## config.mk

```make
export PLATFORM = sky130hd
export DESIGN_NAME = wb_arbiter
export DESIGN_NICKNAME = d
export VERILOG_FILES = /design/src/verilog/isa_pkg.sv /design/src/verilog/wb_arbiter.sv
export SDC_FILE = /design/constraint.sdc
export NUM_CORES = 1
export LEC_CHECK = 0
export ABC_AREA = 1
export BUFFER_PORTS_ARGS = -buffer_cell sky130_fd_sc_hd__buf_2
export CORE_AREA = 2 2 61 63
export DETAILED_ROUTE_END_ITERATION = 8
export DIE_AREA = 0 0 63 65
export PLACE_DENSITY = 0.82
export SLEW_MARGIN = 20
export SYNTH_ARGS = -nofsm -noshare
export SYNTH_HDL_FRONTEND = slang
export SYNTH_SLANG_ARGS = --single-unit
```

## constraint.sdc

```tcl
create_clock -name clk -period 3.2 [get_ports clk]
set_input_delay 0.16 -clock clk [delete_from_list [all_inputs] [get_ports clk]]
set_output_delay 0.16 -clock clk [all_outputs]
set_load 0.01 [all_outputs]
```

## src/verilog/isa_pkg.sv

```systemverilog
`default_nettype none

package isa_pkg;

  // unified word ram size
  localparam int mem_words = 256;

  // compute opcodes, all with opcode[3] low
  localparam logic [3:0] op_add = 4'h0;
  localparam logic [3:0] op_sub = 4'h1;
  localparam logic [3:0] op_xor = 4'h2;
  localparam logic [3:0] op_and = 4'h3;
  localparam logic [3:0] op_or  = 4'h4;
  localparam logic [3:0] op_sll = 4'h5;
  localparam logic [3:0] op_srl = 4'h6;
  localparam logic [3:0] op_sra = 4'h7;
  // memory, immediate and control opcodes
  localparam logic [3:0] op_lw  = 4'h8;
  localparam logic [3:0] op_sw  = 4'h9;
  localparam logic [3:0] op_llb = 4'ha;
  localparam logic [3:0] op_lhb = 4'hb;
  localparam logic [3:0] op_br  = 4'hc;
  localparam logic [3:0] op_pcs = 4'he;
  localparam logic [3:0] op_hlt = 4'hf;

  // branch conditions
  localparam logic [2:0] cc_ne = 3'd0;
  localparam logic [2:0] cc_eq = 3'd1;
  localparam logic [2:0] cc_gt = 3'd2;
  localparam logic [2:0] cc_lt = 3'd3;
  localparam logic [2:0] cc_ge = 3'd4;
  localparam logic [2:0] cc_le = 3'd5;
  localparam logic [2:0] cc_ov = 3'd6;
  localparam logic [2:0] cc_al = 3'd7;

  // alu, lw and sw, rt doubles as the signed word offset for memory
  typedef struct packed {
    logic [3:0] opcode;
    logic [3:0] rd;
    logic [3:0] rs;
    logic [3:0] rt;
  } r_form_t;

  // llb and lhb
  typedef struct packed {
    logic [3:0] opcode;
    logic [3:0] rd;
    logic [7:0] imm8;
  } i_form_t;

  // conditional branch, off9 is a signed word offset from pc+2
  typedef struct packed {
    logic [3:0] opcode;
    logic [2:0] cond;
    logic [8:0] off9;
  } b_form_t;

  // one instruction word seen three ways
  typedef union packed {
    r_form_t r_form;
    i_form_t i_form;
    b_form_t b_form;
  } instr_u;

  typedef struct packed {
    logic z;
    logic n;
    logic v;
  } flags_t;

  // master to slave, adr is a byte address
  typedef struct packed {
    logic        cyc;
    logic        stb;
    logic        we;
    logic [15:0] adr;
    logic [15:0] dat;
  } wb_req_t;

  typedef struct packed {
    logic        ack;
    logic [15:0] dat;
  } wb_rsp_t;

endpackage

`default_nettype wire
```

## src/verilog/wb_arbiter.sv

```systemverilog
`timescale 1ns/1ps
`default_nettype none

module wb_arbiter (
  input  logic             clk,
  input  logic             rst_n,
  input  isa_pkg::wb_req_t m0_req,
  input  isa_pkg::wb_req_t m1_req,
  output isa_pkg::wb_rsp_t m0_rsp,
  output isa_pkg::wb_rsp_t m1_rsp,
  output isa_pkg::wb_req_t s_req,
  input  isa_pkg::wb_rsp_t s_rsp
);

  // owned and owner describe the bus as of the last edge
  logic owned;
  logic owner;
  // master granted at the most recent new grant
  logic last_served;
  logic owner_cyc;
  logic hold;
  logic grant;
  logic grant_cyc;

  assign owner_cyc = owner ? m1_req.cyc : m0_req.cyc;
  // owner keeps the bus for as long as its cyc is high
  assign hold      = owned && owner_cyc;

  always_comb begin
    if (hold) begin
      grant = owner;
    end else if (m0_req.cyc && m1_req.cyc) begin
      // contention goes to the master not served last
      grant = ~last_served;
    end else begin
      grant = m1_req.cyc;
    end
  end

  assign grant_cyc = grant ? m1_req.cyc : m0_req.cyc;

  always_ff @(posedge clk or negedge rst_n) begin
    if (!rst_n) begin
      owned       <= 1'b0;
      owner       <= 1'b0;
      last_served <= 1'b0;
    end else begin
      owned <= grant_cyc;
      owner <= grant;
      // only a fresh grant moves the round robin pointer
      if (!hold && grant_cyc) last_served <= grant;
    end
  end

  // slave sees the granted master only
  assign s_req  = grant ? m1_req : m0_req;
  // the waiting master sees nothing back
  assign m0_rsp = grant ? '0 : s_rsp;
  assign m1_rsp = grant ? s_rsp : '0;

endmodule

`default_nettype wire

```

==> run metrics <==
outcome=finished, final reports clean; drt drc=0; Routed Antenna Nets=0; clock-pin slew on the worst setup and hold paths=0.04 ns; Int Power=slightly below 0.3 mW; min cycle time layout=about 2.4 ns; Pwr per Cell Area=between 300 and 400 nW/um^2; WL final=a little under 4000 um; Worst-Skew Late Latency=roughly 0.23 ns; FF-to-FF setup slack=1.61 ns; layout net count=approximately 430; critical path depth=5; Setup TNS=0 ns; Min Hold Slack=between 0.2 and 0.25 ns; startpoint types=flip-flop; Seq pwr share=around 8.6%; input/output buffers=about 160; GP Congestion=around 0.78; Core Footprint=around 3500 um^2; Async S/R FF share, synth=100%; CTS tree=done; Die Span Y=65 um; Post-synth EDFFs=0; pin count of the biggest net entering global routing=37; post-CTS sizing=0; postcts setup bufs=0; number of global-route vias before repair=1441; commonest non-fill, non-tap cell in the layout=buf_2; antenna cells=0; min-delay src=m1_req[34]; die width=approximately 63 um; Final setup violation count=0; commonest non-fill, non-tap cells in the layout=buf_2 (157), nand3_1 (68), nand2_1 (38); CP cell instances=nand2_2 > nand4_2 > nand2_4 > nor2_1 > buf_2; Critical path buffers and inverters=1; Gate power share=between 80 and 90%; DP HPWL=3070 um; Synth Flop Type=dfrtp_1; Final Max Tran Viols=0; worst-case clock buffer depth=2; mapped cell area=just under 1000 um^2; Slew @ Worst Pin=0.912 ns; starting density of the core=28.1%; post-synth net total=between 200 and 300; Root Driver=clkbuf_4; Setup Crit Path Kind=reg -> out; CTS Hold Bufs=1; Arr. time, crit path=about 2.2 ns; clk sink count=3; Cells after Synth=189; reg2reg start=owned; initial antenna violation count=0; clock share of power=between 10% and 20%; met2 routed WL=1990 um; slew margin rel.=~40%; initial drt markers=88; share of layout cells above drive strength 1=~52%; delay-heaviest family, CP=simple AND/OR/NAND/NOR gates; die area=around 4100 um^2; Sw Pwr=0.315 mW; P_leak=1.22 nW; worst hold path class=in -> reg; clock buffer count from CTS=3; Max Used Layer=met4; Worst path slowest cell=nand4_2; Final period util=around 73%; Req. time, crit path=just over 3 ns; GRT Total Usage=between 10% and 20%; Synth Area per Inst=between 5 and 6 um^2; row cnt=22; Seq cells post-synth=3; final hold vios=0; VDD IR max=around 0.16 mV; post-synth cell types=17; wire length of the first global-routing pass=around 6000 um; fmax=around 430 MHz; total gr overflow=0; Met1 Wirelength=about 1600 um; Max-Cap Viols=0; Ys Warns=0; Wirelength per Cell=10.3 um; Hold Path End=owned; Crit Path Max Fanout=35; TritonRoute pass-1 iters=4; reg2reg path depth=2; synthesis-to-finish area growth=79.5%; RR Endpoint=owner; Top Ports=~160; Hold Crit Depth=3; filler instances=392; slowest cell delay on critical path=approximately 0.69 ns; RSZ-0062 raised after global routing=no; total vias in the final route=1751; Net Sw Frac=roughly 52%; CTS H-tree depth=1; sequential fraction of the synthesis area=about 7.6%; Final Skew=about 0.0019 ns; Critical Path Sink Type=output port; detailed-route vias per instance=around 4.6; met3 WL post-DR=roughly 380 um
-- final cells by class --
| cell class | instances | area [um^2] | share of cell area, % |
|---|---|---|---|
| clock buffer | 4 | 26.3 | 1.49 |
| inverter | 21 | 78.8 | 4.47 |
| sequential | 3 | 75.1 | 4.26 |
| timing repair buffer | 158 | 796 | 45.1 |
| multi-input combinational | 150 | 727 | 41.2 |
| tap | 48 | 60.1 | 3.41 |
-- logic make-up after synthesis --
family / count (synthesis) / share of synthesized area (%)
and+or+nand+nor: 149 / 72.4
buffers and inverters: 36 / 18.3
DFF: 3 / 7.64
AOI/OAI and AO/OA: 1 / 1.66
-- routing by layer --
metal | up-vias | GRT usage (%)
li1 | 900 | -
met1 | 758 | 21.0
met2 | 89 | 32.8
met3 | 4 | 2.95
met4 | 0 | 5.56
met5 | - | 0
-- sequential cells by signal, summed over array words and instances (netlist names) --
name,count
owned,1
owner,1
last_served,1
-- how the worst max path moves through the flow --
stage	from	end	slack, ns
finish	owner	m1_rsp[13]	0.85
global route	owner	m1_rsp[11]	0.66
CTS	owner	m1_rsp[14]	0.87
detailed placement	owner	m1_rsp[14]	1.10
global placement	owner	m1_rsp[2]	1.15
floorplan	last_served	m1_rsp[10]	1.91
-- tightest hold or removal path, cell delays in order --
cell	delay (ns)
buf_2	0.10
inv_2	0.06
nand2_1	0.09
-- per-stage QoR --
stage | setup slack (ns) | power [mW] | cells | area (um^2) | utilization [%]
5_1_grt | 0.658 | 0.668 | 384 | 1760 | 50.4
3_3_place_gp | 1.15 | 0.536 | 379 | 1730 | 49.4
2_1_floorplan | 1.91 | 0.363 | 189 | 982 | -
4_1_cts | 0.872 | 0.611 | 384 | 1760 | 50.4
6_report | 0.849 | 0.604 | 384 | 1760 | 50.4
3_5_place_dp | 1.10 | 0.542 | 379 | 1730 | 49.4
-- cell usage after synthesis, types with 2 or more instances --
cell type,count,area share [%]
nand2_2,2,1.3
nor2_1,33,13
nand2_1,38,15
clkbuf_1,3,1.1
inv_1,18,6.9
nand3_1,68,35
inv_2,3,1.1
buf_6,2,2.3
buf_4,7,5.4
dfrtp_1,3,7.6
buf_2,3,1.5
nand2_4,4,4.6
-- power groups by stage --
stage	registers [mW]	logic, mW	clock network [mW]
after floorplan	0.0513	0.312	0
after global placement	0.0518	0.484	0
after detailed placement	0.0523	0.489	0
after CTS	0.0518	0.492	0.0665
after global routing	0.0525	0.546	0.0702
final	0.0519	0.489	0.0635
No activity file was read; power rests on OpenSTA's default activity.
