$ cat src/verilog/isa_pkg.sv
`default_nettype none

package isa_pkg;

  // unified word ram size
  localparam int mem_words = 256;

  // compute opcodes, all with opcode[3] low
  localparam logic [3:0] op_add = 4'h0;
  localparam logic [3:0] op_sub = 4'h1;
  localparam logic [3:0] op_xor = 4'h2;
  localparam logic [3:0] op_and = 4'h3;
  localparam logic [3:0] op_or  = 4'h4;
  localparam logic [3:0] op_sll = 4'h5;
  localparam logic [3:0] op_srl = 4'h6;
  localparam logic [3:0] op_sra = 4'h7;
  // memory, immediate and control opcodes
  localparam logic [3:0] op_lw  = 4'h8;
  localparam logic [3:0] op_sw  = 4'h9;
  localparam logic [3:0] op_llb = 4'ha;
  localparam logic [3:0] op_lhb = 4'hb;
  localparam logic [3:0] op_br  = 4'hc;
  localparam logic [3:0] op_pcs = 4'he;
  localparam logic [3:0] op_hlt = 4'hf;

  // branch conditions
  localparam logic [2:0] cc_ne = 3'd0;
  localparam logic [2:0] cc_eq = 3'd1;
  localparam logic [2:0] cc_gt = 3'd2;
  localparam logic [2:0] cc_lt = 3'd3;
  localparam logic [2:0] cc_ge = 3'd4;
  localparam logic [2:0] cc_le = 3'd5;
  localparam logic [2:0] cc_ov = 3'd6;
  localparam logic [2:0] cc_al = 3'd7;

  // alu, lw and sw, rt doubles as the signed word offset for memory
  typedef struct packed {
    logic [3:0] opcode;
    logic [3:0] rd;
    logic [3:0] rs;
    logic [3:0] rt;
  } r_form_t;

  // llb and lhb
  typedef struct packed {
    logic [3:0] opcode;
    logic [3:0] rd;
    logic [7:0] imm8;
  } i_form_t;

  // conditional branch, off9 is a signed word offset from pc+2
  typedef struct packed {
    logic [3:0] opcode;
    logic [2:0] cond;
    logic [8:0] off9;
  } b_form_t;

  // one instruction word seen three ways
  typedef union packed {
    r_form_t r_form;
    i_form_t i_form;
    b_form_t b_form;
  } instr_u;

  typedef struct packed {
    logic z;
    logic n;
    logic v;
  } flags_t;

  // master to slave, adr is a byte address
  typedef struct packed {
    logic        cyc;
    logic        stb;
    logic        we;
    logic [15:0] adr;
    logic [15:0] dat;
  } wb_req_t;

  typedef struct packed {
    logic        ack;
    logic [15:0] dat;
  } wb_rsp_t;

endpackage

`default_nettype wire
$ cat src/verilog/cpu_core.sv
`timescale 1ns/1ps
`default_nettype none

module cpu_core (
  input  logic             clk,
  input  logic             rst_n,
  input  logic             run,
  output isa_pkg::wb_req_t bus_req,
  input  isa_pkg::wb_rsp_t bus_rsp,
  output logic             hlt,
  output logic [15:0]      pc
);
  import isa_pkg::*;

  typedef enum logic [2:0] {st_idle, st_fetch, st_execute, st_mem, st_halt} state_t;

  state_t      state;
  logic [15:0] pc_q;
  instr_u      ir;
  logic [15:0] mdr;
  // set once the data access of lw or sw has been acked
  logic        mem_done;

  logic [3:0]  op;
  logic        is_alu, is_shift, is_lw, is_sw, is_llb, is_lhb;
  logic        is_br, is_pcs, is_hlt, is_mem;
  logic [3:0]  rs_sel;
  logic [3:0]  rt_sel;
  logic [15:0] rs_data, rt_data, alu_result, wr_data;
  logic [15:0] mem_addr, pc_plus2, br_target;
  flags_t      alu_flags, flags_in, flags;
  logic        writeback, wr_en, flag_en, cond_met, taken;

  // decode
  assign op       = ir.r_form.opcode;
  assign is_alu   = ~op[3];
  assign is_shift = (op == op_sll) || (op == op_srl) || (op == op_sra);
  assign is_lw    = (op == op_lw);
  assign is_sw    = (op == op_sw);
  assign is_llb   = (op == op_llb);
  assign is_lhb   = (op == op_lhb);
  assign is_br    = (op == op_br);
  assign is_pcs   = (op == op_pcs);
  assign is_hlt   = (op == op_hlt);
  assign is_mem   = is_lw || is_sw;

  // byte loads read the old rd, stores read rd as data
  assign rs_sel = (is_llb || is_lhb) ? ir.i_form.rd : ir.r_form.rs;
  assign rt_sel = is_sw ? ir.r_form.rd : ir.r_form.rt;

  register_file u_regs (
    .clk      (clk),
    .rst_n    (rst_n),
    .rs_sel   (rs_sel),
    .rt_sel   (rt_sel),
    .rd_sel   (ir.r_form.rd),
    .wr_en    (wr_en),
    .wr_data  (wr_data),
    .flag_en  (flag_en),
    .flags_in (flags_in),
    .rs_data  (rs_data),
    .rt_data  (rt_data),
    .flags    (flags)
  );

  alu u_alu (
    .a      (rs_data),
    .b      (rt_data),
    .op     (op),
    .result (alu_result),
    .flags  (alu_flags)
  );

  // rs plus twice the signed 4 bit word offset
  assign mem_addr  = rs_data + {{11{ir.r_form.rt[3]}}, ir.r_form.rt, 1'b0};
  assign pc_plus2  = pc_q + 16'd2;
  assign br_target = pc_plus2 + {{6{ir.b_form.off9[8]}}, ir.b_form.off9, 1'b0};

  always_comb begin
    case (ir.b_form.cond)
      cc_ne:   cond_met = ~flags.z;
      cc_eq:   cond_met = flags.z;
      cc_gt:   cond_met = ~flags.z && ~flags.n;
      cc_lt:   cond_met = flags.n;
      cc_ge:   cond_met = flags.z || ~flags.n;
      cc_le:   cond_met = flags.z || flags.n;
      cc_ov:   cond_met = flags.v;
      cc_al:   cond_met = 1'b1;
      default: cond_met = 1'b0;
    endcase
  end
  assign taken = is_br && cond_met;

  // last cycle of every instruction, after its final ack
  assign writeback = (state == st_execute) && (!is_mem || mem_done);
  assign wr_en     = writeback && (is_alu || is_lw || is_llb || is_lhb || is_pcs);
  assign flag_en   = writeback && is_alu;
  // shifts keep the old v
  assign flags_in  = '{z: alu_flags.z, n: alu_flags.n, v: is_shift ? flags.v : alu_flags.v};

  always_comb begin
    if (is_lw) wr_data = mdr;
    else if (is_llb) wr_data = {rs_data[15:8], ir.i_form.imm8};
    else if (is_lhb) wr_data = {ir.i_form.imm8, rs_data[7:0]};
    else if (is_pcs) wr_data = pc_plus2;
    else wr_data = alu_result;
  end

  always_ff @(posedge clk or negedge rst_n) begin
    if (!rst_n) begin
      state    <= st_idle;
      pc_q     <= '0;
      mem_done <= 1'b0;
    end else begin
      case (state)
        st_idle: if (run) state <= st_fetch;
        st_fetch: begin
          if (bus_rsp.ack) begin
            mem_done <= 1'b0;
            state    <= st_execute;
          end
        end
        st_execute: begin
          // pc stays on the hlt address
          if (is_hlt) begin
            state <= st_halt;
          end else if (is_mem && !mem_done) begin
            state <= st_mem;
          end else begin
            pc_q  <= taken ? br_target : pc_plus2;
            state <= st_fetch;
          end
        end
        st_mem: begin
          if (bus_rsp.ack) begin
            mem_done <= 1'b1;
            state    <= st_execute;
          end
        end
        st_halt: state <= st_halt;
        default: state <= st_idle;
      endcase
    end
  end

  // instruction and load data latched on ack
  always_ff @(posedge clk) begin
    if ((state == st_fetch) && bus_rsp.ack) ir <= bus_rsp.dat;
    if ((state == st_mem) && bus_rsp.ack) mdr <= bus_rsp.dat;
  end

  // request held from state, drops the cycle after ack
  always_comb begin
    bus_req.cyc = (state == st_fetch) || (state == st_mem);
    bus_req.stb = (state == st_fetch) || (state == st_mem);
    bus_req.we  = (state == st_mem) && is_sw;
    bus_req.adr = (state == st_mem) ? mem_addr : pc_q;
    bus_req.dat = rt_data;
  end

  assign hlt = (state == st_halt);
  assign pc  = pc_q;

endmodule

`default_nettype wire

$ cat src/verilog/register_file.sv
`timescale 1ns/1ps
`default_nettype none

module register_file (
  input  logic            clk,
  input  logic            rst_n,
  input  logic [3:0]      rs_sel,
  input  logic [3:0]      rt_sel,
  input  logic [3:0]      rd_sel,
  input  logic            wr_en,
  input  logic [15:0]     wr_data,
  input  logic            flag_en,
  input  isa_pkg::flags_t flags_in,
  output logic [15:0]     rs_data,
  output logic [15:0]     rt_data,
  output isa_pkg::flags_t flags
);

  logic [15:0] regs [16];

  // r0 is hardwired to zero on both read ports
  assign rs_data = (rs_sel == 4'd0) ? 16'd0 : regs[rs_sel];
  assign rt_data = (rt_sel == 4'd0) ? 16'd0 : regs[rt_sel];

  always_ff @(posedge clk or negedge rst_n) begin
    if (!rst_n) begin
      for (int i = 0; i < 16; i++) begin
        regs[i] <= '0;
      end
    end else if (wr_en && (rd_sel != 4'd0)) begin
      // writes to r0 are dropped
      regs[rd_sel] <= wr_data;
    end
  end

  // z, n, v held between compute instructions for branches
  always_ff @(posedge clk or negedge rst_n) begin
    if (!rst_n) begin
      flags <= '0;
    end else if (flag_en) begin
      flags <= flags_in;
    end
  end

endmodule

`default_nettype wire

$ cat src/verilog/alu.sv
`timescale 1ns/1ps
`default_nettype none

module alu (
  input  logic [15:0]     a,
  input  logic [15:0]     b,
  input  logic [3:0]      op,
  output logic [15:0]     result,
  output isa_pkg::flags_t flags
);
  import isa_pkg::*;

  logic [15:0] sum;
  logic [15:0] diff;
  logic        v;

  assign sum  = a + b;
  assign diff = a - b;

  always_comb begin
    result = '0;
    v      = 1'b0;
    case (op)
      op_add: begin
        result = sum;
        // same sign in, other sign out
        v = (a[15] == b[15]) && (sum[15] != a[15]);
      end
      op_sub: begin
        result = diff;
        // signs differ and result flips away from a
        v = (a[15] != b[15]) && (diff[15] != a[15]);
      end
      op_xor: result = a ^ b;
      op_and: result = a & b;
      op_or:  result = a | b;
      // shift amount is the low nibble of b
      op_sll: result = a << b[3:0];
      op_srl: result = a >> b[3:0];
      op_sra: result = 16'($signed(a) >>> b[3:0]);
      default: result = '0;
    endcase
  end

  // z and n straight from the result
  assign flags.z = (result == 16'd0);
  assign flags.n = result[15];
  assign flags.v = v;

endmodule

`default_nettype wire

$ cat config.mk
export PLATFORM = sky130hd
export DESIGN_NAME = cpu_core
export DESIGN_NICKNAME = d
export VERILOG_FILES = /design/src/verilog/isa_pkg.sv /design/src/verilog/cpu_core.sv /design/src/verilog/register_file.sv /design/src/verilog/alu.sv
export SDC_FILE = /design/constraint.sdc
export NUM_CORES = 1
export LEC_CHECK = 0
export BUFFER_PORTS_ARGS = -buffer_cell sky130_fd_sc_hd__buf_2
export CAP_MARGIN = 10
export CORE_ASPECT_RATIO = 0.9
export CORE_UTILIZATION = 35
export CTS_CLUSTER_SIZE = 12
export DETAILED_ROUTE_END_ITERATION = 16
export GPL_ROUTABILITY_DRIVEN = 0
export SLEW_MARGIN = 15
export SYNTH_ARGS = -nofsm -noshare
export SYNTH_HDL_FRONTEND = slang
export SYNTH_HIERARCHICAL = 1
export SYNTH_SLANG_ARGS = --single-unit
$ cat constraint.sdc
create_clock -name clk -period 9 [get_ports clk]
set_clock_uncertainty 0.15 [all_clocks]
set_input_delay 0.45 -clock clk [delete_from_list [all_inputs] [get_ports clk]]
set_output_delay 0.45 -clock clk [all_outputs]
set_load 0.03 [all_outputs]
==> impl_metrics.tcl, run 1 <==
set metrics [dict create \
    cts_num_sinks 294 \
    synth.ff_latch_count 294 \
    instances_no_fill 2829 \
    grt_start_max_net_pins 123 \
    synth_top_family_by_area "multiplexers" \
    fin_crit_ns 8.273 \
    viasPerCell 6.134 \
    hp-class "input port to flop" \
    postRouteAntennaNets 0 \
    worst-setup-path-type "flop to flop" \
    clock_power_share 0.169 \
    cts_tree "built" \
    power_frac_comb 0.553 \
    muxShareOfSynthArea 0.2994 \
    max_cap_violations 0 \
    clkLatencyLatePin_ns 0.55 \
    grt_pass1_vias 16964 \
    post-dp-hpwl_mm 49.38 \
    setup_tns_ns 0 \
    vias 17353 \
    grt_use_total 0.2245 \
    pwr-share-seq 0.278 \
    start_kind "flop" \
    max_freq_ghz 0.1209 \
    remaining_drc_errors 0 \
    gr-total-overflow 0 \
    synthFlopType "dfrtp_1" \
    most-common-layout-cells "mux2_2 (281), dfrtp_1 (262), nor2_1 (115)" \
    rsz0062_at_grt "false" \
    syn_nets 2076 \
    rows 86 \
    cts_buffer_depth 3 \
    diodes 0 \
    r2r-start "ir[14]$_DFFE_PP_" \
    wl_per_cell_um 25.13 \
    critPathTopFamily "compound AO/OA/AOI/OAI gates" \
    power.switching_mw 3.495 \
    slowest_delay_ns 0.86 \
    status "completed" \
    cp-end-kind "flop" \
    r2r_slack_ns 0.73 \
    syn_inst 1968 \
    rr_worst_depth 20 \
    fp.dieW_um 263.8 \
    io_pins 72 \
    mappedNetlistArea_um2 21590 \
    synth_xor_area_frac 0.01825 \
    dp.cells 2756 \
    synth_edf_count 32 \
    reg2reg_to "u_regs/regs[111]$_DFFE_PN0P_" \
    cts_buffers 35 \
    die_y_um 237.6 \
    slew_headroom 0.2241 \
    power_density_nw_per_um2 320.5 \
    layout_commonest_cell "mux2_2" \
    grt_pass1_wl_mm 108.7 \
    fin_nets 2123 \
    hold_viol_final 0 \
    dieArea_um2 62690 \
    yosysSeqAreaShare 0.3481 \
    synth-async-reset-ratio 0.8912 \
    drv_slew 0 \
    drt-total-wl_mm 71.09 \
    tightest_slew_ns 1.157 \
    path_buf_inv 2 \
    portBuffers 70 \
    cp_cell_sequence "nor2b_1 > and3_1 > mux2_2 > nand2b_1 > nor2_1 > a211oi_1 > inv_1 > ha_1 > inv_1 > a2111oi_0 > o211ai_1 > a41oi_1 > a21boi_0 > o41ai_1 > a2bb2oi_1 > nand2_1 > o21ai_0 > a21oi_1 > a21oi_1 > mux2_2" \
    htree_levels 2 \
    min_period_over_period 0.9192 \
    worstPathMaxFanout 23 \
    area_delta_synth_final_pct 12.35 \
    switching_share 0.4495 \
    required_ns 9.29 \
    worst-path-stages 20 \
    drtPass1Iterations 6 \
    synth_cell_types 99 \
    yosysWarnings 6 \
    clkSlewWorstSetupHoldPaths_ns 0.06 \
    critPathSlowestCell "a21oi_1" \
    drtIter0Drc 2093 \
    core_area_um2 61120 \
    peakVddDrop_uv 207.4 \
    crit_start "ir[14]$_DFFE_PP_" \
    synth_compound_area_frac 0.1330 \
    p_leak_nw 10.51 \
    ctsRootBufferMaster "clkbuf_16" \
    grt_antenna_before_repair 1 \
    yosys.area_share.simple 0.1047 \
    synth_adder_area_share 0.05238 \
    critical_path.endpoint "u_regs/regs[111]$_DFFE_PN0P_" \
    setup_violations 0 \
    p_int_mw 4.280 \
    avgSynthCellArea_um2 10.97 \
    drive_gt1_frac 0.3274 \
    initial_core_util 0.3533 \
    cp.arrival_ns 8.57 \
]
==> worst min path at each step <==
| stage | from | endpoint | slack [ns] | cells after the start |
|---|---|---|---|---|
| detailed placement | state[2]$_DFFE_PN0P_ | state[1]$_DFFE_PN0P_ | 0.36 | 1 |
| global placement | u_regs/regs[233]$_DFFE_PN0P_ | u_regs/regs[233]$_DFFE_PN0P_ | 0.35 | 1 |
| floorplan | rst_n | mem_done$_DFFE_PN0P_ | 0.004 | 0 |
| finish | bus_rsp[12] | ir[12]$_DFFE_PP_ | 0.09 | 1 |
| global route | bus_rsp[10] | ir[10]$_DFFE_PP_ | 0.07 | 1 |
| CTS | bus_rsp[12] | mdr[12]$_DFFE_PP_ | 0.05 | 1 |
==> power groups by stage <==
stage	Clock, mW	Combinational, mW	Sequential, mW
finish	1.31	4.30	2.16
global route	1.40	4.59	2.22
CTS	1.34	4.23	2.15
detailed placement	0	4.21	2.17
global placement	0	4.14	2.15
floorplan	0	2.97	2.06
==> routing by layer <==
layer	wire [um]	vias to the layer above	track usage
li1	-	7577	-
met1	30160	8741	0.3054
met2	32220	858	0.3524
met3	6057	177	0.04910
met4	2657	0	0.07752
met5	0	-	0
==> cells by family (layout without fill, tap and decap cells) <==
logic type	after synthesis	count (layout)
adders and majority gates	88	88
other	1	1
DFF	294	294
AOI/OAI and AO/OA	420	420
and+or+nand+nor	441	441
buffers and inverters	214	283
muxes	465	465
xor gates and xnor gates	45	45
==> synthesized netlist by cell type (7+ instances only) <==
| cell | number | area share |
|---|---|---|
| a22oi_1 | 20 | 0.0070 |
| o31ai_1 | 21 | 0.0073 |
| a211oi_1 | 30 | 0.010 |
| or2_2 | 8 | 0.0023 |
| clkbuf_1 | 89 | 0.015 |
| nand2b_1 | 21 | 0.0061 |
| o21a_1 | 7 | 0.0024 |
| nor4_1 | 8 | 0.0023 |
| nand2_1 | 105 | 0.018 |
| or4_1 | 7 | 0.0024 |
| mux2_2 | 283 | 0.15 |
| a31oi_1 | 16 | 0.0046 |
| or3_1 | 15 | 0.0043 |
| a21o_1 | 17 | 0.0059 |
| nand4_1 | 7 | 0.0020 |
| o21ai_0 | 88 | 0.020 |
| edfxtp_1 | 32 | 0.045 |
| a21oi_1 | 77 | 0.018 |
| o22ai_1 | 12 | 0.0035 |
| buf_1 | 7 | 0.0012 |
| dfrtp_1 | 262 | 0.30 |
| buf_4 | 9 | 0.0031 |
| ha_1 | 84 | 0.049 |
| inv_1 | 55 | 0.0096 |
| and3_1 | 10 | 0.0029 |
| mux2i_1 | 56 | 0.026 |
| nand3_1 | 36 | 0.0083 |
| buf_2 | 46 | 0.011 |
| nor3_1 | 26 | 0.0060 |
| mux4_2 | 109 | 0.11 |
| mux2_4 | 11 | 0.0076 |
| a221oi_1 | 39 | 0.016 |
| nor2b_1 | 34 | 0.0099 |
| xnor2_1 | 27 | 0.011 |
| o211ai_1 | 20 | 0.0070 |
| nor2_1 | 122 | 0.021 |
| xor2_1 | 18 | 0.0073 |
==> per-stage QoR <==
step	util	power, mW	worst slack [ns]	cell area [um2]	hold WS [ns]
finish	0.3969	7.775	0.7271	24260	0.08684
global route	0.3969	8.201	0.2785	24260	0.06749
CTS	0.3967	7.719	1.098	24250	0.05205
detailed placement	0.3773	6.374	1.160	23060	0.3588
global placement	0.3773	6.290	1.407	23060	0.3515
floorplan	-	5.028	2.118	21590	0.004409
==> state kept, by name, summed over array words and instances (netlist names) <==
signal,cells
mem_done,1
u_regs/flags,3
mdr,16
pc,15
state,3
u_regs/regs,240
ir,16
==> repair_timing <==
item	4_1_cts	5_1_grt
gates resized for setup	0	0
setup buffers	0	0
endpoints found under the setup margin	0	0
endpoints found under the hold margin	146	0
hold buffers	14	0
==> layout make-up <==
class | count | area [um2]
inverters | 58 | 217.7
flip-flops and latches | 294 | 7517
repair buffers | 166 | 1141
multi-input cells | 1460 | 13350
fillers | 5829 | 36860
clock inverters | 10 | 78.83
well taps | 792 | 991.0
clock buffers | 49 | 968.4
No activity file was read; power rests on OpenSTA's default activity.
==> run 2, diff against run 1 <==
--- a/config.mk
+++ b/config.mk
@@ -7,11 +7,14 @@
 export LEC_CHECK = 0
 export BUFFER_PORTS_ARGS = -buffer_cell sky130_fd_sc_hd__buf_2
 export CAP_MARGIN = 10
+export CELL_PAD_IN_SITES_DETAIL_PLACEMENT = 0
+export CELL_PAD_IN_SITES_GLOBAL_PLACEMENT = 1
 export CORE_ASPECT_RATIO = 0.9
 export CORE_UTILIZATION = 35
 export CTS_CLUSTER_SIZE = 12
 export DETAILED_ROUTE_END_ITERATION = 16
 export GPL_ROUTABILITY_DRIVEN = 0
+export PLACE_DENSITY_LB_ADDON = 0.1
 export SLEW_MARGIN = 15
 export SYNTH_ARGS = -nofsm -noshare
 export SYNTH_HDL_FRONTEND = slang
==> run 2 against run 1 <==
Critical path depth grew 1; total power is 4.6% higher; clock power up 20%; sequential share of layout area is 0.37 points lower; worst setup slack better by 0.22 ns; global-route usage grew 2.5 points; highest routed layer unchanged.
==> impl_metrics.tcl, run 2 (synthesis gave the netlist of run 1 again) <==
set metrics [dict create \
    status "completed" \
    r2r_slack_ns 0.95 \
    dieArea_um2 62690 \
    worstPathMaxFanout 31 \
    cts_buffers 36 \
    crit_start "ir[13]$_DFFE_PP_" \
    p_leak_nw 10.64 \
    hp-class "input port to flop" \
    core_area_um2 61120 \
    grt_pass1_vias 16781 \
    cp-end-kind "flop" \
    min_from "bus_rsp[14]" \
    critPathSlowestCell "a21oi_1" \
    drive_gt1_frac 0.3312 \
    max_freq_ghz 0.1242 \
    tightest_slew_ns 1.232 \
    cts_num_sinks 294 \
    finalInstanceArea_um2 24560 \
    wl_per_cell_um 27.84 \
    most-common-layout-cells "mux2_2 (280), dfrtp_1 (262), nor2_1 (115)" \
    io_pins 72 \
    drtPass1Iterations 6 \
    min_period_over_period 0.8947 \
    cts_hold_buf 15 \
    rows 86 \
    power_density_nw_per_um2 331.2 \
    viasPerCell 6.082 \
    setup_tns_ns 0 \
    drt-total-wl_mm 79.04 \
    cp.arrival_ns 8.38 \
    diodes 0 \
    start_kind "flop" \
    grt_pass1_wl_mm 115.9 \
    grt_start_max_net_pins 172 \
    remaining_drc_errors 0 \
    grt_use_total 0.2491 \
    num-fill-cells 5967 \
    fin_nets 2127 \
    portBuffers 70 \
    grt_antenna_before_repair 2 \
    htree_levels 2 \
    cts_tree "built" \
    rsz0062_at_grt "false" \
    ctsRootBufferMaster "clkbuf_16" \
    postRouteAntennaNets 0 \
    fin_crit_ns 8.053 \
    power.total_mw 8.133 \
    r2r-start "ir[13]$_DFFE_PP_" \
    required_ns 9.33 \
    cp_cell_sequence "inv_1 > and3_1 > mux2_4 > nor2b_1 > buf_4 > a221oi_1 > a211oi_1 > inv_1 > ha_1 > inv_1 > a2111oi_0 > o211ai_1 > a41oi_1 > a21boi_0 > o41ai_1 > a2bb2oi_1 > nand2_1 > o21ai_0 > a21oi_1 > a21oi_1 > mux2_2" \
    area_delta_synth_final_pct 13.72 \
    reg_top3 "u_regs/regs (240), ir (16), mdr (16)" \
    vias 17268 \
    top_register "u_regs/regs" \
    slew_headroom 0.1739 \
    peakVddDrop_uv 137.7 \
    fin_util 0.4018 \
    initial_core_util 0.3533 \
    drv_slew 0 \
    drtIter0Drc 1778 \
    fp.dieW_um 263.8 \
    rr_worst_depth 21 \
    clkLatencyLatePin_ns 0.55 \
    ctsResizeCount 0 \
    cts_buffer_depth 3 \
    largest_reg_flops 240 \
    dpl_cell_area_um2 23120 \
    slowest_delay_ns 0.88 \
    postCtsSetupRepairBufs 0 \
    layout_commonest_cell "mux2_2" \
    hold_viol_final 0 \
    min_path_cells 1 \
    fin_hold_ws_ns 0.04724 \
    crit_top_cell "inv_1" \
    clkSlewWorstSetupHoldPaths_ns 0.07 \
    setup_violations 0 \
    post-dp-hpwl_mm 54.80 \
    die_y_um 237.6 \
    worst-setup-path-type "flop to flop" \
    max_cap_violations 0 \
    gr-total-overflow 0 \
]
-- run 2: worst max-delay path: cells and delay by family, from the launching register on --
family	cells	cell delay [ns]
and+or+nand+nor	3	0.86
adders and majority gates	1	0.53
muxes	2	0.89
AOI/OAI and AO/OA	11	4.13
buffers and inverters	4	0.95
DFF	1	0.41
-- run 2: path summary, 6_finish.rpt --
path | end
max | u_regs/regs[15]$_DFFE_PN0P_
min | mdr[14]$_DFFE_PP_
max reg2reg | u_regs/regs[15]$_DFFE_PN0P_
min reg2reg | mem_done$_DFFE_PN0P_
max in group asynchronous | pc[9]$_DFFE_PN0P_
min in group asynchronous | u_regs/regs[213]$_DFFE_PN0P_
-- run 2: where the power goes --
part / internal, mW / switching [mW] / total (mW)
clock network: 0.967 / 0.603 / 1.57
registers: 1.76 / 0.389 / 2.15
logic: 1.77 / 2.64 / 4.41
total: 4.50 / 3.63 / 8.13
-- run 2: layout make-up --
cell class              count  area, um2  share of cell area
repair buffers            169       1181             0.04810
clock inverters            14      211.5            0.008611
flip-flops and latches    294       7517              0.3061
clock buffers              52       1062             0.04326
inverters                  58      217.7            0.008866
well taps                 792      991.0             0.04035
multi-input cells        1460      13380              0.5447
-- run 2: metal layers --
layer	up-vias	routed length (um)	track usage
li1	7587	-	-
met1	8936	38430	0.3767
met2	629	32790	0.3526
met3	116	5449	0.05045
met4	0	2368	0.07646
met5	-	0	0
-- run 2: per-stage QoR --
step | setup WS, ns | std cells
floorplan | 2.118 | 1968
global placement | 1.264 | 2757
detailed placement | 1.157 | 2757
CTS | 1.105 | 2838
global route | 0.4557 | 2839
finish | 0.9475 | 2839
